==> src/design/lsuPkg.sv <==
package lsuPkg;

    localparam int AddrW    = 32;
    localparam int DataW    = 32;
    localparam int TagW     = 4;             // Reorder nick width.
    localparam int MemWords = 256;
    localparam int IdxW     = $clog2(MemWords);
    localparam int WaitW    = 4;
    localparam int LaneW    = DataW / 8;     // Byte lanes per word.

    typedef enum logic [1:0] {
        AccByte = 2'd0,
        AccHalf = 2'd1,
        AccWord = 2'd2
    } accWidth_e;

    typedef struct packed {
        logic             isStore;
        logic             unsignedLd;
        accWidth_e        width;
        logic [AddrW-1:0] addr;
        logic [DataW-1:0] data;
        logic [TagW-1:0]  tag;
    } lsReq_t;

    typedef struct packed {
        logic             isStore;
        logic [IdxW-1:0]  wordIdx;
        logic [LaneW-1:0] byteEn;
        logic [DataW-1:0] wdata;       // Already shifted into its lanes.
    } memReq_t;

    typedef struct packed {
        logic [TagW-1:0] tag;
        logic [1:0]      offset;
        accWidth_e       width;
        logic            unsignedLd;
        logic            isStore;
        logic            fault;
    } opInfo_t;

    typedef struct packed {
        logic [TagW-1:0]  tag;
        logic [DataW-1:0] data;
        logic             fault;
    } lsResp_t;

endpackage

==> src/design/memPort.sv <==
module memPort import lsuPkg::*; (
    input  logic             clk,
    input  logic             rst,
    input  logic             decValid,
    input  memReq_t          decReq,
    input  opInfo_t          decInfo,
    output logic             memEn,
    output memReq_t          memReq,
    input  logic             memDone,
    input  logic [DataW-1:0] memRdata,
    output logic             rawValid,
    output logic [DataW-1:0] rawData,
    output opInfo_t          rawInfo
);

    logic    occupied;
    logic    faultPend;
    logic    take;
    opInfo_t info;

    assign take    = decValid && !occupied;
    assign rawInfo = info;             // Stable until the next op.

    always_ff @(posedge clk) begin
        if (rst) begin
            occupied  <= 1'b0;
            faultPend <= 1'b0;
            memEn     <= 1'b0;
            rawValid  <= 1'b0;
        end else begin
            memEn    <= 1'b0;
            rawValid <= 1'b0;
            if (take) begin
                occupied  <= 1'b1;
                faultPend <= decInfo.fault;
                memEn     <= !decInfo.fault;
            end else if (faultPend) begin
                // Misaligned op never reaches the controller.
                faultPend <= 1'b0;
                occupied  <= 1'b0;
                rawValid  <= 1'b1;
            end else if (memDone && occupied) begin
                occupied <= 1'b0;
                rawValid <= 1'b1;
            end
        end
    end

    always_ff @(posedge clk) begin
        if (take) begin
            info   <= decInfo;
            memReq <= decReq;
        end
        if (faultPend) begin
            rawData <= '0;
        end else if (memDone) begin
            rawData <= memRdata;
        end
    end

endmodule

==> config.mk <==
export PLATFORM = sky130hd
export DESIGN_NAME = memPort
export DESIGN_NICKNAME = d
export VERILOG_FILES = /design/src/design/lsuPkg.sv /design/src/design/memPort.sv
export SDC_FILE = /design/constraint.sdc
export NUM_CORES = 1
export LEC_CHECK = 0
export ABC_AREA = 1
export ABC_CLOCK_PERIOD_IN_PS = 9350
export BUFFER_PORTS_ARGS = -buffer_cell sky130_fd_sc_hd__buf_2
export CAP_MARGIN = 20
export CORE_ASPECT_RATIO = 1.2
export CORE_MARGIN = 4
export CORE_UTILIZATION = 45
export CTS_CLUSTER_SIZE = 28
export DETAILED_ROUTE_END_ITERATION = 16
export GPL_TIMING_DRIVEN = 0
export PLACE_DENSITY_LB_ADDON = 0.25
export REMOVE_ABC_BUFFERS = 1
export SLEW_MARGIN = 20
export SYNTH_ARGS = -nofsm -noshare
export SYNTH_HDL_FRONTEND = slang
export SYNTH_SLANG_ARGS = --single-unit
==> constraint.sdc <==
create_clock -name clk -period 9.35 [get_ports clk]
set_input_delay 0.4675 -clock clk [delete_from_list [all_inputs] [get_ports clk]]
set_output_delay 0.4675 -clock clk [all_outputs]
set_load 0.05 [all_outputs]
==> metrics <==
run status completed; Setup TNS Final 0 ns; setup fix buffers added after clock tree synthesis 0; first-pass GRT wire length 9.64 mm; layout cell share with drive strength beyond 1 51.7%; clk sinks 92; start point of the worst min-delay path decReq[7]; depth of the worst register-to-register path 2; via count of the first global-routing pass 2088; Worst path top cell family by delay flip-flops; Worst Path Required 8.88 ns; FF+latch count, synth 92; sum of internal, switching and leakage power 956 uW; end of the worst register-to-register path memReq[10]; Synth warnings 0; actual slew at the worst max-slew pin 0.573 ns; All-Layer GR Usage 16.1%; category of the worst setup path capture point output port; post-detail-place hpwl 4.96 mm; clk slew on worst S/H paths 0.09 ns; Detailed Route Iter0 Violations 40; clock period minus final worst setup slack 1.44 ns; Min-Delay Endpoint memReq[7]; count of inserted antenna diode cells 0; worst-path fanout max 2; maximum number of pins on one net before global-route repair 35; ordered list of cells on the worst path buf_2; number of filler cells placed in the layout 525; launch point of the worst reg-to-reg path occupied; die width 81.9 um; worst hold margin 0.290 ns; sequential cell area 2400 um^2; Netlist Area Pre-Place 2950 um^2; Mean Syn Cell Area 13.9 um^2; total wirelength of the detailed-routed design 6.57 mm; max_cap viols 0; Port-buffer cells 181; R2R Setup Slk 8.02 ns; remaining design rule violation count 0; count of cells resized by post-cts repair 0; master cell of the clock root buffer clkbuf_8; CTS tree built; Starting Density 46.0%; Max transition margin 61.8%; Max Transition Viols Final 0; vias 2200; Crit Path Category flip-flop to output port; Worst path max stage delay 0.36 ns; multi-input gate area in the final layout 462 um^2; category of the worst setup path launch point flip-flop; synth unique cells 12; P_leak 0.00190 uW; Levels on crit path 1; achievable clock frequency 694 MHz; detailed-routing iteration count for the pre-antenna-repair pass 4; insertion delay of the later-clocked pin in the worst-skew pair 0.34 ns; count of H-tree levels built during CTS 3; number of antenna violations at the first check in global routing 1; Routed Antenna Nets 0; CTS Hold Buffers Added 0; count of endpoints failing hold in the final timing report 0; Max stage delay cell, worst path dfxtp_1; highest ir drop seen on vdd 0.114 mV; Hold/Removal Path Class input pin to flip-flop; average detailed-routed wire length per instance 13.5 um; cell count after synthesis 212; residual overflow from global routing 0; Die Footprint 7910 um^2; Layout Area Growth over Synthesis 41.1%; endpoints failing setup 0; buffer levels on the longest clock path 2; setup repair after global routing missed its margin false; Final period util 15.4%; net count of the finished layout 489; CP Data Arrival Time 0.97 ns; TritonCTS buffer count 9; standard cell core area 6410 um^2; worst path buffer plus inverter count 1; boundary pin count 182; Die Ht 96.6 um; part of the Yosys area used for sequential elements 81.5%; worst clock skew on the final layout 0.00965 ns; routability-driven placement congestion ratio 0.668; Power per Cell Area 230 nW/um^2; Min-Delay Path Depth 1; cell row count 32; via density per instance 4.52
final cells by class:
cell class                 instances  share of cell area, %
tap                               85                   2.56
inverter                           5                  0.451
timing repair buffer             183                   23.1
clock inverter                     6                   1.69
sequential                        92                   57.8
multi-input combinational        106                   11.1
clock buffer                      10                   3.31
cell usage after synthesis, drive strengths merged:
cell type / number / area, um^2
nand2: 5 / 18.8
nor2: 68 / 270
dfxtp: 36 / 721
buf: 9 / 71.3
inv: 5 / 18.8
edfxtp: 56 / 1680
o21ai: 33 / 165
how the worst max path moves through the flow:
stage,from,to,slack [ns]
after floorplan,decValid,faultPend,5.93
after global placement,decValid,occupied,4.82
after detailed placement,memDone,rawData[11],7.65
after CTS,rawData[14],rawData[14],7.89
after global routing,rawData[14],rawData[14],7.86
final,rawData[1],rawData[1],7.91
worst reg2reg max path, stage by stage, from the launching register on:
cell	delay [ns]
dfxtp_1	0.35
nor2_4	0.44
buf_16	0.25
kinds of logic after synthesis:
group | count (synthesis) | synth area share [%]
flops | 92 | 81.5
simple gates | 73 | 9.81
compound gates | 33 | 5.61
buf+inv | 14 | 3.06
layout by cell type (no fill, tap or decap):
master	synthesis	final
buf_16	0	2
buf_2	3	181
bufinv_16	0	1
clkbuf_8	0	10
clkinv_2	0	1
clkinv_4	0	1
dfxtp_1	36	36
edfxtp_1	56	56
inv_1	3	3
inv_2	2	2
inv_6	0	3
nand2_1	5	5
nor2_1	62	61
nor2_2	6	6
nor2_4	0	1
o21ai_0	22	22
o21ai_1	11	11
power breakdown:
part	total (uW)	switching (uW)	internal, uW
registers	480	11.4	469
logic	208	159	48.3
clock network	269	135	134
per-stage QoR:
step                      setup WS (ns)  cells  utilization, %  area (um^2)
after CTS                          7.89    487            64.9         4160
after global routing               7.86    487            64.9         4160
after global placement             4.82    469            60.7         3890
after floorplan                    5.93    203               -         2880
final                              7.91    487            64.9         4160
after detailed placement           7.65    471            61.7         3950
flip-flops by register name, indices dropped and copies added (netlist names):
| register | flops |
|---|---|
| occupied | 1 |
| rawValid | 1 |
| memReq | 45 |
| memEn | 1 |
| rawInfo | 11 |
| rawData | 32 |
| faultPend | 1 |
metal layers:
metal  wire length, um  GRT usage, %
met1              2540          18.3
met2              3000          25.8
met5                11             0
met4                90          7.29
met3               938          6.70
Power figures use the tool's default switching activity.
