## src/design/lsuPkg.sv

```systemverilog
package lsuPkg;

    localparam int AddrW    = 32;
    localparam int DataW    = 32;
    localparam int TagW     = 4;             // Reorder nick width.
    localparam int MemWords = 256;
    localparam int IdxW     = $clog2(MemWords);
    localparam int WaitW    = 4;
    localparam int LaneW    = DataW / 8;     // Byte lanes per word.

    typedef enum logic [1:0] {
        AccByte = 2'd0,
        AccHalf = 2'd1,
        AccWord = 2'd2
    } accWidth_e;

    typedef struct packed {
        logic             isStore;
        logic             unsignedLd;
        accWidth_e        width;
        logic [AddrW-1:0] addr;
        logic [DataW-1:0] data;
        logic [TagW-1:0]  tag;
    } lsReq_t;

    typedef struct packed {
        logic             isStore;
        logic [IdxW-1:0]  wordIdx;
        logic [LaneW-1:0] byteEn;
        logic [DataW-1:0] wdata;       // Already shifted into its lanes.
    } memReq_t;

    typedef struct packed {
        logic [TagW-1:0] tag;
        logic [1:0]      offset;
        accWidth_e       width;
        logic            unsignedLd;
        logic            isStore;
        logic            fault;
    } opInfo_t;

    typedef struct packed {
        logic [TagW-1:0]  tag;
        logic [DataW-1:0] data;
        logic             fault;
    } lsResp_t;

endpackage

```

## src/design/lsuResult.sv

```systemverilog
module lsuResult import lsuPkg::*; (
    input  logic             clk,
    input  logic             rst,
    input  logic             rawValid,
    input  logic [DataW-1:0] rawData,
    input  opInfo_t          rawInfo,
    output logic             respEn,
    output lsResp_t          resp
);

    logic [DataW-1:0] shifted;
    logic [DataW-1:0] extended;
    lsResp_t          nextResp;

    assign shifted = rawData >> {rawInfo.offset, 3'b000};

    always_comb begin
        case (rawInfo.width)
            AccByte: begin
                if (rawInfo.unsignedLd) begin
                    extended = {{(DataW-8){1'b0}}, shifted[7:0]};
                end else begin
                    extended = {{(DataW-8){shifted[7]}}, shifted[7:0]};
                end
            end
            AccHalf: begin
                if (rawInfo.unsignedLd) begin
                    extended = {{(DataW-16){1'b0}}, shifted[15:0]};
                end else begin
                    extended = {{(DataW-16){shifted[15]}}, shifted[15:0]};
                end
            end
            default: extended = shifted;
        endcase
    end

    always_comb begin
        nextResp.tag   = rawInfo.tag;
        nextResp.fault = rawInfo.fault;
        // Stores and faults carry no data.
        nextResp.data  = (rawInfo.isStore || rawInfo.fault) ? '0 : extended;
    end

    always_ff @(posedge clk) begin
        if (rst) begin
            respEn <= 1'b0;
        end else begin
            respEn <= rawValid;
        end
    end

    always_ff @(posedge clk) begin
        if (rawValid) begin
            resp <= nextResp;
        end
    end

endmodule

```

## config.mk

```make
export PLATFORM = sky130hd
export DESIGN_NAME = lsuResult
export DESIGN_NICKNAME = d
export VERILOG_FILES = /design/src/design/lsuPkg.sv /design/src/design/lsuResult.sv
export SDC_FILE = /design/constraint.sdc
export NUM_CORES = 1
export LEC_CHECK = 0
export ABC_AREA = 1
export BUFFER_PORTS_ARGS = -buffer_cell sky130_fd_sc_hd__clkbuf_2
export CORE_ASPECT_RATIO = 2
export CORE_MARGIN = 2
export CORE_UTILIZATION = 30
export DETAILED_ROUTE_END_ITERATION = 8
export MAX_ROUTING_LAYER = met4
export PLACE_DENSITY_LB_ADDON = 0.08
export SLEW_MARGIN = 20
export SYNTH_ARGS = -nofsm -noshare
export SYNTH_HDL_FRONTEND = slang
export SYNTH_SLANG_ARGS = --single-unit
export TNS_END_PERCENT = 30
```

## constraint.sdc

```tcl
create_clock -name clk -period 1.3 [get_ports clk]
set_input_delay 0.26 -clock clk [delete_from_list [all_inputs] [get_ports clk]]
set_output_delay 0.26 -clock clk [all_outputs]
set_load 0.01 [all_outputs]
```

==> impl_metrics.toml <==
[sta]
max_freq_mhz = 843.3
slew_headroom_pct = 60.31
period_share_pct = 91.22
rsz0062_at_grt = "false"
finalSetupViolations = 0
tightest_slew_ns = 0.5948
drv_slew = 0
post-route-min-period_ns = 1.186
finalHoldViolations = 0
finalSetupTns_ns = 0

[clock_tree]
htree_levels = 2
clk_pin_slew_ns = 0.06
numClockSinks = 38
hold_buffers = 0
cts_tree = "yes"
numCtsBuffers = 5
root_buffer = "clkbuf_16"
clock_path_buffers = 2

[global_routing]
grt_pass1_wl_um = 8804
grtUsageTotal_pct = 15.74
antenna_found_initial = 0
overflow = 0
grt_max_degree = 39
grt_pass1_vias = 1881

[power_and_ir_drop]
switching_share_pct = 23.56
finalPower_mw = 3.351
seq_power_share_pct = 43.7
leakage_nw = 1.473
pwr-share-clk_pct = 40.0
vdd_drop_max_uv = 565.3
p_per_area_mw_per_mm2 = 1179
netSwitchingPower_uw = 789.4
internal_power_mw = 2.561
pwr-share-comb_pct = 16.3

[synthesis]
netlist_instances = 245
synth_warnings = 0
yosys-top-cells-count = "nand2_1, edfxtp_1, nand3_1"
synth-main-ff-cell = "edfxtp_1"
synthArstFlopShare_pct = 0
synth.most_common_cell = "nand2_1"
syn_nets = 291
ys_types = 18
avgSynthCellArea_um2 = 8.447
ys_ff_latch = 38
synth_edf_count = 37
ys_top_cells_by_area = "edfxtp_1, nand2_1, nand3_1, inv_1, a31oi_1"
netlist.area_leader.share_pct = 53.69
netlist_area_mm2 = 0.002069
ys_seq_area_share_pct = 54.66
synth_top_area_cell = "edfxtp_1"

[worst_setup_path]
endpoint_kind = "register"
crit_path_frequent_cell = "nand3_2"
startpoint_type = "input port"
cp_num_buf_inv = 5
cpMaxStageDelayCell = "buf_12"
critPathMaxFanout = 24
cp_data_arrival_time_ns = 1.22
path_class = "input port to register"
critPathTopFamily = "buffers and inverters"
max_stage_delay_ns = 0.16
required_ns = 1.34
path_cells = "clkbuf_2 > buf_4 > inv_2 > nand3_2 > nand3_2 > buf_12 > nand3_1 > nand2_1 > inv_1"

[hold_path]
hold_path.class = "input port to register"

[placement]
dp_hpwl_um = 4335
gp_congestion = 0.8774
port_buffers = 83
dp_cells = 415

[status]
outcome = "finished, final reports clean"

[routing]
vias_per_cell = 4.624
wirelength_um = 5543
wl_per_cell_um = 13.10
firstDrtPassIters = 4
detail_route.iter0.violations = 69
via_count = 1956
drc = 0
ant_nets = 0

[die]
start_util_pct = 31.01
rows = 42
die_y_um = 121.5
die_x_um = 62.73
ioPinCount = 84
die_area_mm2 = 0.007619
coreArea_mm2 = 0.006674

[cells_and_area]
drive_gt1_share_pct = 33.43
final_net_count = 380
area_delta_synth_final_pct = 37.30
fill_cells = 697
post_layout_nonfiller_instances = 423
multi_input_area_um2 = 758.2
n_antenna_cell = 0
register_area_mm2 = 0.001131

[flow_run]
max_cap_viol_count = 0
## per-layer routing
metal	routed length, um	track usage (%)	up-vias
li1	-	-	985
met2	3135	28.09	65
met1	1939	15.81	893
met4	197	8.889	0
met5	0	-	-
met3	270	3.154	13
## power groups by stage
stage / sequential (mW) / combinational [mW] / clock (mW)
6_report: 1.46 / 0.545 / 1.34
5_1_grt: 1.47 / 0.613 / 1.42
4_1_cts: 1.47 / 0.555 / 1.38
3_5_place_dp: 1.49 / 0.553 / 0
3_3_place_gp: 1.49 / 0.553 / 0
2_1_floorplan: 1.54 / 0.216 / 0
## stage by stage
step,utilization (%),setup slack (ns),instance area (um^2),hold WS (ns)
after floorplan,-,0.008841,2069,0.3312
after global placement,40.06,-0.3880,2674,0.4206
after detailed placement,40.06,-0.3316,2674,0.4233
after CTS,42.58,0.1117,2841,0.1351
after global routing,42.58,0.04549,2841,0.1423
final,42.58,0.1141,2841,0.1379
## repair_timing
item,4_1_cts,5_1_grt
resized for setup,1,0
setup endpoints to repair,10,0
setup buffers,0,0
## layout by cell type, fill, tap and decap left out
cell / instances
nand2_1: 98
clkbuf_2: 83
edfxtp_1: 37
nand3_1: 31
inv_1: 24
a21oi_1: 8
buf_4: 8
o21ai_0: 7
a31oi_1: 7
nor2_1: 5
clkbuf_16: 5
buf_12: 5
nand3_2: 4
o211ai_1: 4
inv_2: 2
clkinv_2: 2
nand4_4: 1
nor2_2: 1
clkinv_1: 1
bufinv_16: 1
dfxtp_1: 1
## kinds of logic (layout without fill, tap and decap cells)
kind of cell | after synthesis | count (layout) | synth area share [%]
AOI/OAI and AO/OA | 26 | 26 | 7.195
buffers and inverters | 41 | 131 | 8.827
DFF | 38 | 38 | 54.66
and+or+nand+nor | 140 | 140 | 29.32
## final timing paths
| path | from | cells past startpoint | endpoint | slack (ns) |
|---|---|---|---|---|
| setup / recovery | rawInfo[6] | 9 | resp[30] | 0.11 |
| hold / removal | rst | 2 | respEn | 0.14 |
## flip-flops by register name (all words and copies together), names as in the netlist
name	cells
resp	37
respEn	1
## final cells by class
cell class	count	share of cell area [%]
Timing Repair Buffer	96	20.26
Inverter	27	3.567
Clock inverter	3	1.409
Multi-Input combinational cell	166	26.68
Clock buffer	5	4.403
Tap cell	88	3.875
Sequential cell	38	39.81
Note: power is estimated with default switching activity, not from simulation.
