===== config.mk =====
export PLATFORM = sky130hd
export DESIGN_NAME = lsuDecode
export DESIGN_NICKNAME = d
export VERILOG_FILES = /design/src/design/lsuPkg.sv /design/src/design/lsuDecode.sv
export SDC_FILE = /design/constraint.sdc
export NUM_CORES = 1
export LEC_CHECK = 0
export ABC_AREA = 1
export CORE_MARGIN = 10
export CORE_UTILIZATION = 62
export DETAILED_ROUTE_END_ITERATION = 12
export DONT_BUFFER_PORTS = 1
export PLACE_DENSITY = 0.88
export SYNTH_ARGS = -nofsm -noshare
export SYNTH_HDL_FRONTEND = slang
export SYNTH_SLANG_ARGS = --single-unit
export TNS_END_PERCENT = 100

===== constraint.sdc =====
create_clock -name clk -period 2.7 [get_ports clk]
set_input_delay 0.135 -clock clk [delete_from_list [all_inputs] [get_ports clk]]
set_output_delay 0.135 -clock clk [all_outputs]
set_load 0.1 [all_outputs]

===== src/design/lsuPkg.sv =====
package lsuPkg;

    localparam int AddrW    = 32;
    localparam int DataW    = 32;
    localparam int TagW     = 4;             // Reorder nick width.
    localparam int MemWords = 256;
    localparam int IdxW     = $clog2(MemWords);
    localparam int WaitW    = 4;
    localparam int LaneW    = DataW / 8;     // Byte lanes per word.

    typedef enum logic [1:0] {
        AccByte = 2'd0,
        AccHalf = 2'd1,
        AccWord = 2'd2
    } accWidth_e;

    typedef struct packed {
        logic             isStore;
        logic             unsignedLd;
        accWidth_e        width;
        logic [AddrW-1:0] addr;
        logic [DataW-1:0] data;
        logic [TagW-1:0]  tag;
    } lsReq_t;

    typedef struct packed {
        logic             isStore;
        logic [IdxW-1:0]  wordIdx;
        logic [LaneW-1:0] byteEn;
        logic [DataW-1:0] wdata;       // Already shifted into its lanes.
    } memReq_t;

    typedef struct packed {
        logic [TagW-1:0] tag;
        logic [1:0]      offset;
        accWidth_e       width;
        logic            unsignedLd;
        logic            isStore;
        logic            fault;
    } opInfo_t;

    typedef struct packed {
        logic [TagW-1:0]  tag;
        logic [DataW-1:0] data;
        logic             fault;
    } lsResp_t;

endpackage


===== src/design/lsuDecode.sv =====
module lsuDecode import lsuPkg::*; (
    input  logic    clk,
    input  logic    rst,
    input  logic    reqEn,
    input  lsReq_t  req,
    input  logic    respEn,
    output logic    ready,
    output logic    decValid,
    output memReq_t decReq,
    output opInfo_t decInfo
);

    logic             busy;
    logic             accept;
    logic [1:0]       offset;
    logic             fault;
    logic [LaneW-1:0] laneMask;
    memReq_t          nextReq;
    opInfo_t          nextInfo;

    assign ready  = !busy;
    assign accept = reqEn && ready;
    assign offset = req.addr[1:0];

    always_comb begin
        case (req.width)
            AccByte: begin
                fault    = 1'b0;
                laneMask = 4'b0001;
            end
            AccHalf: begin
                fault    = offset[0];          // Odd half address.
                laneMask = 4'b0011;
            end
            default: begin
                fault    = (offset != 2'd0);
                laneMask = 4'b1111;
            end
        endcase
    end

    always_comb begin
        nextReq.isStore = req.isStore;
        nextReq.wordIdx = req.addr[IdxW+1:2];  // Wraps modulo MemWords.
        nextReq.byteEn  = fault ? '0 : (laneMask << offset);
        nextReq.wdata   = req.data << {offset, 3'b000};

        nextInfo.tag        = req.tag;
        nextInfo.offset     = offset;
        nextInfo.width      = req.width;
        nextInfo.unsignedLd = req.unsignedLd;
        nextInfo.isStore    = req.isStore;
        nextInfo.fault      = fault;
    end

    always_ff @(posedge clk) begin
        if (rst) begin
            busy     <= 1'b0;
            decValid <= 1'b0;
        end else begin
            decValid <= accept;
            if (accept) begin
                busy <= 1'b1;
            end else if (respEn) begin
                busy <= 1'b0;                  // Ready again next cycle.
            end
        end
    end

    always_ff @(posedge clk) begin
        if (accept) begin
            decReq  <= nextReq;
            decInfo <= nextInfo;
        end
    end

endmodule


==> results.cfg, run 1 <==
[logic_synthesis]
ys_warn_count = 0
netlist_area_um2 = 2440
ys_seq_area_share_pct = 69.2
synth-async-reset-ratio_pct = 0
synth_common_cells = nand2_1, edfxtp_1, inv_1
synth_most_common_cell = nand2_1
ys_types = 18
ys_seq_elements = 57
synthFlopType = edfxtp_1
synth_edf_count = 55
synth_fp_nets = 296
synth_area_per_cell_um2 = 11.1
synth_cells = 220
synth.top_cells.by_area = edfxtp_1, nand2_1, a21oi_1
synth_top_area_share_pct = 67.6
netlist.top_cell.by_area = edfxtp_1

[grt]
grt_max_degree = 43
overflow = 0
grt_pass1_wl_mm = 9.29
antenna_found_initial = 0
grt_pass1_vias = 1657
grt_usage_pct = 18.6

[final_layout]
area_delta_synth_final_pct = 16.9
multi_input_area_um2 = 576
drive_above_1_share_pct = 8.87
num-nets-final = 319
fin_area_um2 = 2860
utilization_pct = 76.3
diodes = 0
regArea_um2 = 1690
n_fill_cell = 249

[timing]
finClkSkew_ns = 0.00432
finalSetupViolations = 0
post-route-period-util_pct = 55.3
drv_slew = 0
max_slew_margin_pct = 37.1
worst_pin_slew_ns = 0.946
tns_ns = 0
period_needed_ns = 1.49
grt_setup_unrepaired = false
fmax_mhz = 670
hold_violations = 0

[clock_network]
ctsHoldBuffers = 21
cts_setup_buffers = 0
clkSlewWorstSetupHoldPaths_ns = 0.06
clock-sinks = 57
cts_tree = built
cts_made_buffers = 9
cts_buffer_depth = 2
cts_resized = 0
cts_root_buf = clkbuf_8
cts_htree_levels = 3
clock_latency_ns = 0.32

[floorplan]
initial_utilization_pct = 65.3
core_area_um2 = 3740
dieArea_um2 = 6850
rows = 22
ios = 134
fp.dieH_um = 82.8
die_w_um = 82.8

[critical_path]
crit_arrival_ns = 1.51
crit_fanout = 34
worstSetupPathType = register to register
timing.rr.start = busy$_SDFFE_PP0P_
start_kind = register
worstPathRequired_ns = 2.71
end_kind = register
cp-startpoint = busy$_SDFFE_PP0P_

[detailed_routing]
ant_nets = 0
vias = 1609
wl_per_cell_um = 21.5
drc = 0
vias_per_cell = 5.44
drtIter0Drc = 206
first_pass_iters = 4
wl_mm = 6.35

[placement]
io_buffers = 0
finalWeightedCongestion = 0.700
place_area_um2 = 2470
dp_hpwl_mm = 4.27

[min_path]
hp-start = req[37]
min-delay-path-class = input port to register

[run]
drv_cap = 0

[status]
status = completed

[power_and_ir_drop]
p_per_area_nw_per_um2 = 820
p_leak_uw = 0.00117
power_uw = 2340
ir_worst_vdd_mv = 0.477
==> through the flow <==
| step | std cells | hold WS [ns] | setup WS (ns) |
|---|---|---|---|
| 6_report | 296 | 0.0147 | 1.21 |
| 5_1_grt | 296 | 0.00336 | 1.10 |
| 4_1_cts | 296 | 0.00131 | 1.23 |
| 3_5_place_dp | 259 | 0.208 | 1.25 |
| 3_3_place_gp | 259 | 0.208 | 1.29 |
| 2_1_floorplan | 220 | 0.204 | 0.0846 |
==> sequential cells by signal, summed over array words and instances (netlist names) <==
signal / flops
busy: 1
decInfo: 11
decValid: 1
decReq: 44
==> kinds of logic after synthesis <==
kind of cell           synth area share (%)
AND/OR/NAND/NOR                        17.8
flip-flops                             69.2
buffers and inverters                  7.22
AO/OA/AOI/OAI                          5.73
==> layout make-up <==
class / instances / share of cell area (%)
sequential: 57 / 59.2
multi-input combinational: 128 / 20.1
timing repair buffer: 25 / 9.55
clock buffer: 13 / 5.56
inverter: 22 / 2.89
tap: 48 / 2.10
clock inverter: 3 / 0.526
==> critical path, stage by stage (launching register included) <==
cell and delay (ns):
dfxtp_1 0.31, inv_1 0.08, nand2_1 0.11, inv_2 0.40, buf_12 0.27
==> final timing paths <==
check / endpoint / slack [ns] / cells after the start
min reg2reg: decValid$_SDFF_PP0_ / 0.62 / 3
max: decInfo[5]$_DFFE_PP_ / 1.21 / 4
max reg2reg: decInfo[5]$_DFFE_PP_ / 1.21 / 4
min: decReq[25]$_DFFE_PP_ / 0.01 / 2
==> power by group <==
group	switching [µW]	internal, µW	total [µW]
clock	306	379	685
combinational	106	65.6	172
sequential	435	1050	1490
==> metal layers <==
layer  global-route usage [%]  wire length, µm
met1                     19.9             2340
met2                     31.1             3040
met3                     9.81              897
met4                     6.02               72
met5                        0                0
==> cells in the final DEF, fill, tap and decap left out, drive strengths merged <==
| cell type | n |
|---|---|
| inv | 22 |
| or2 | 8 |
| buf | 4 |
| clkinv | 3 |
| o211ai | 4 |
| o21ai | 6 |
| nor3 | 2 |
| and2 | 6 |
| nand3 | 12 |
| nor2 | 11 |
| clkbuf | 13 |
| dlygate4sd3 | 21 |
| a21oi | 16 |
| edfxtp | 55 |
| nand2 | 63 |
| dfxtp | 2 |
Power figures use the tool's default switching activity.
==> inputs of run 2 (changes only) <==
ABC_AREA = 0   (was 1)
CORE_UTILIZATION = 61   (was 62)
PLACE_DENSITY = 0.87   (was 0.88)
clock period = 1.47 ns   (was 2.7 ns; I/O delays follow)
==> results.cfg, run 2 <==
[grt]
grt_usage_pct = 22.1
grt_max_degree = 57
grt_pass1_wl_mm = 10.8
grt_pass1_vias = 1793
antenna_found_initial = 0
overflow = 0

[critical_path]
worstSetupPathType = input port to register
worstPathRequired_ns = 1.54
end_kind = register
crit_arrival_ns = 1.72
start_kind = input port
crit_fanout = 4

[clock_network]
cts_tree = built
cts_buffer_depth = 2
cts_root_buf = clkbuf_8
cts_htree_levels = 3
cts_setup_buffers = 0
clkSlewWorstSetupHoldPaths_ns = 0.06
clock-sinks = 57
cts_made_buffers = 9
clock_latency_ns = 0.32

[detailed_routing]
ant_nets = 0
vias = 1681
wl_mm = 7.52
drtIter0Drc = 154
vias_per_cell = 5.84
wl_per_cell_um = 26.1
drc = 0
first_pass_iters = 4

[min_path]
min-delay-path-class = input port to register

[power_and_ir_drop]
p_comb_share_pct = 25.6
p_sw_uw = 1620
intPower_uw = 3300
ir_worst_vdd_mv = 0.926
power_frac_clock_pct = 34.5
p_leak_uw = 0.00141
p_per_area_nw_per_um2 = 1450
seq_power_share_pct = 39.9
p_sw_share_pct = 32.9

[timing]
post-route-period-util_pct = 112
hold_slack_ns = 0.0288
period_needed_ns = 1.64
worst_pin_slew_ns = 1.04
fmax_mhz = 609
finClkSkew_ns = 0.00755
hold_violations = 0
max_slew_margin_pct = 30.4
drv_slew = 0
finalSetupViolations = 1
setup_ws_ns = -0.171

[floorplan]
die_w_um = 81.8
fp.dieH_um = 81.8
rows = 22
core_area_um2 = 3690
ios = 134
initial_utilization_pct = 63.2
dieArea_um2 = 6700

[status]
status = finished with violations
violations = negative setup slack

[logic_synthesis]
netlist_area_um2 = 2330
ys_types = 23
synth_area_per_cell_um2 = 16.8
synthAdderAreaFrac_pct = 0
synth_cells = 139
synth-compound-area-share_pct = 3.81
synth_top_family_by_area = multiplexers
synth.top_cells.by_area = edfxtp_1, mux2i_1, o2bb2ai_1
ys_seq_elements = 57
synth_top_area_share_pct = 70.8
synth_xor_area_share_pct = 0.751
netlist.top_cell.by_area = edfxtp_1
synth_common_cells = edfxtp_1, mux2i_1, nor2_1
synth_most_common_cell = edfxtp_1
ys_seq_area_share_pct = 72.5
synthFlopType = edfxtp_1
synth_edf_count = 55
synth_fp_nets = 215
yosys.area_share.simple_pct = 6.22
muxShareOfSynthArea_pct = 13.7
ys_warn_count = 0
synth-async-reset-ratio_pct = 0

[placement]
pre_cts_slack_ns = 0.381
dp_hpwl_mm = 4.15
finalWeightedCongestion = 0.772
io_buffers = 0

[final_layout]
area_delta_synth_final_pct = 45.2
layout_commonest_cell = buf_4
most-common-layout-cells = buf_4, edfxtp_1, dlygate4sd3_1
reg_top3 = decReq: 44 flops, decInfo: 11 flops
num-nets-final = 311
largest_register_ffs = 44
drive_above_1_share_pct = 31.7
top_register = decReq
diodes = 0

[run]
drv_cap = 0
-- run 2: area by class of cell --
type                    count  area [µm²]
multi-input cells          73         579
clock buffers              14         173
well taps                  48        60.1
clock inverters             2        60.1
flip-flops and latches     57        1690
repair buffers             93         818
inverters                   1        3.75
fillers                   122         302
-- run 2: worst max-delay path: stages --
cell           delay (ns)
dlygate4sd3_1        0.66
xnor2_1              0.31
dlygate4sd3_1        0.62
nor2_1               0.05
-- run 2: power groups by stage --
stage / Combinational, µW / Clock (µW) / Sequential [µW]
final: 1260 / 1690 / 1960
after global placement: 1130 / 0 / 1980
after global routing: 1290 / 1800 / 1970
after CTS: 1240 / 1710 / 1960
after floorplan: 205 / 0 / 2740
after detailed placement: 1140 / 0 / 1990
-- run 2: repair_timing --
| action | CTS | global route |
|---|---|---|
| endpoints found under the hold margin | 55 | 0 |
| hold buffers | 34 | 0 |
| setup endpoints to repair | 0 | 9 |
| gates resized for setup | 0 | 1 |
-- run 2: path summary, 6_finish.rpt --
path	startpoint	endpoint	slack (ns)	cells after the start
worst min-delay path	req[16]	decReq[12]$_SDFFCE_PP0P_	0.03	2
worst min register to register	busy$_SDFFE_PP0P_	decReq[38]$_DFFE_PP_	0.82	2
worst max-delay path	req[69]	decReq[34]$_SDFFCE_PP0P_	-0.17	4
worst max register to register	busy$_SDFFE_PP0P_	busy$_SDFFE_PP0P_	0.21	3
-- run 2: per-stage QoR --
step	instances	TNS (ns)	util (%)	total power (µW)	area, µm²
after floorplan	139	-5.94	-	2950	2340
after global placement	238	0	76.2	3110	2810
after detailed placement	238	0	76.2	3130	2810
after CTS	288	0	91.8	4910	3380
after global routing	288	-0.156	91.8	5060	3390
final	288	-0.171	91.8	4920	3390
-- run 2: cell families (layout without fill, tap and decap cells) --
family / Yosys count / count (layout)
flops: 57 / 57
simple gates: 28 / 28
compound gates: 11 / 11
xor+xnor: 2 / 2
buf+inv: 9 / 110
mux: 32 / 32
-- run 2: metal layers --
layer	GRT usage, %	part of all wire, %	up-vias
li1	-	-	719
met4	7.48	1.2	0
met3	11.9	14	8
met2	36.4	49	137
met1	23.8	35	817
met5	0	0	-
==> inputs of run 3 (changes only) <==
CELL_PAD_IN_SITES_DETAIL_PLACEMENT = 1   (was unset)
CELL_PAD_IN_SITES_GLOBAL_PLACEMENT = 1   (was unset)
CORE_UTILIZATION = 47   (was 61)
==> results.cfg, run 3 (synthesis results as in run 2) <==
[clock_network]
cts_setup_buffers = 0
cts_buffer_depth = 2
clock_latency_ns = 0.32
cts_tree = built
cts_made_buffers = 9
cts_htree_levels = 3
clock-sinks = 57
clkSlewWorstSetupHoldPaths_ns = 0.06
cts_root_buf = clkbuf_8

[critical_path]
reg2reg_depth = 3
end_kind = register
crit_arrival_ns = 1.53
worstSetupPathType = register to register
start_kind = register
cpPeakStageDelay_ns = 0.59
crit_fanout = 4
worstPathCellList = nor2_1, a211oi_1, dlygate4sd3_1
timing.rr.start = busy$_SDFFE_PP0P_
rr_endpoint = busy$_SDFFE_PP0P_
worstPathRequired_ns = 1.73
cp-startpoint = busy$_SDFFE_PP0P_
reg2reg_slack_ns = 0.20
critPathSlowestCell = dlygate4sd3_1
endpoint = busy$_SDFFE_PP0P_

[grt]
overflow = 0
grt_usage_pct = 18.0
grt_pass1_wl_mm = 11.4
antenna_found_initial = 0
grt_pass1_vias = 1832
grt_max_degree = 57

[floorplan]
fp.dieH_um = 90.4
core_area_um2 = 4750
rows = 25
die_w_um = 90.4
dieArea_um2 = 8180
initial_utilization_pct = 49.1
ios = 134

[detailed_routing]
met1_length_mm = 2.96
vias_per_cell = 5.23
wl_mm = 7.47
vias = 1590
routed-wl-met3_um = 730
drtIter0Drc = 118
drc = 0
wl_per_cell_um = 24.6
wl_met2_mm = 3.69
first_pass_iters = 4
ant_nets = 0
top_layer = met4

[power_and_ir_drop]
p_per_area_nw_per_um2 = 1320
seq_power_share_pct = 44.8
p_sw_share_pct = 36.4
power_frac_clock_pct = 26.7
intPower_uw = 2780
p_sw_uw = 1590
ir_worst_vdd_mv = 0.805
p_comb_share_pct = 28.5
p_leak_uw = 0.00136
power_uw = 4370

[final_layout]
n_fill_cell = 435
layout_commonest_cell = buf_4
drive_above_1_share_pct = 31.6
reg_top3 = decReq: 44 flops, decInfo: 11 flops
most-common-layout-cells = buf_4, edfxtp_1, mux2i_1
top_register = decReq
diodes = 0
regArea_um2 = 1690
area_delta_synth_final_pct = 41.7
multi_input_area_um2 = 579
num-nets-final = 308
largest_register_ffs = 44

[timing]
worst_pin_slew_ns = 0.450
hold_slack_ns = 0.0140
max_slew_margin_pct = 69.9
finalSetupViolations = 0
period_needed_ns = 1.27
hold_violations = 0
finClkSkew_ns = 0.00509
post-route-period-util_pct = 86.6
drv_slew = 0
fmax_mhz = 785
setup_ws_ns = 0.196
grt_setup_unrepaired = false

[status]
status = completed

[min_path]
min-delay-path-class = input port to register

[placement]
io_buffers = 0
finalWeightedCongestion = 0.677
pre_cts_slack_ns = 0.376
dp_hpwl_mm = 4.73

[run]
drv_cap = 0
[run 3: changes by cell type in the layout (fill, tap and decap cells not counted), sizes merged]
| cell | before | now |
|---|---|---|
| clkinv | 0 | 6 |
| clkbuf | 14 | 10 |
| dlygate4sd3 | 33 | 29 |
| buf | 59 | 61 |
| bufinv | 2 | 0 |
| dlymetal6s4s | 1 | 0 |
[run 3: what timing repair did]
action	CTS	global route
endpoints found under the hold margin	55	0
gates resized for setup	0	0
hold buffers	30	0
[run 3: worst min-delay path by stage]
stage / start / endpoint / slack [ns] / cells past startpoint
6_report: req[13] / decReq[9]$_SDFFCE_PP0P_ / 0.01 / 2
3_5_place_dp: rst / decValid$_SDFF_PP0_ / 0.15 / 1
2_1_floorplan: rst / busy$_SDFFE_PP0P_ / 0.14 / 1
4_1_cts: req[69] / decInfo[0]$_DFFE_PP_ / 0.002 / 2
5_1_grt: req[18] / decReq[14]$_SDFFCE_PP0P_ / 0.002 / 2
3_3_place_gp: rst / decValid$_SDFF_PP0_ / 0.15 / 1
[run 3: worst max-delay path: cells and delay by family (launching register included)]
kind                   cells  cell delay, ns
AO/OA/AOI/OAI              1            0.17
buffers and inverters      1            0.59
flip-flops                 1            0.38
AND/OR/NAND/NOR            1            0.07
[run 3: cell type report]
cell class              count  share of cell area, %
clock buffers              10                   3.86
clock inverters             6                  0.757
inverters                   1                  0.114
multi-input cells          73                   17.5
flip-flops and latches     57                   51.2
well taps                  67                   2.54
repair buffers             90                   24.0
[run 3: layer usage]
layer	GRT usage [%]	up-vias
met5	0	-
met3	8.06	6
met2	30.4	96
met4	6.23	0
met1	19.6	774
li1	-	714
[run 3: stage by stage]
step	TNS (ns)	util [%]	instance area, µm²	cells
after floorplan	-5.94	-	2340	139
after global placement	0	59.8	2840	258
after detailed placement	0	59.8	2840	258
after CTS	0	69.5	3310	304
after global routing	0	69.5	3310	304
final	0	69.5	3310	304
[run 3: power groups by stage]
| stage | clock, µW | sequential [µW] | combinational [µW] |
|---|---|---|---|
| 5_1_grt | 1250 | 1970 | 1280 |
| 2_1_floorplan | 0 | 2740 | 205 |
| 4_1_cts | 1160 | 1960 | 1240 |
| 6_report | 1170 | 1960 | 1250 |
| 3_3_place_gp | 0 | 1990 | 1130 |
| 3_5_place_dp | 0 | 2000 | 1150 |
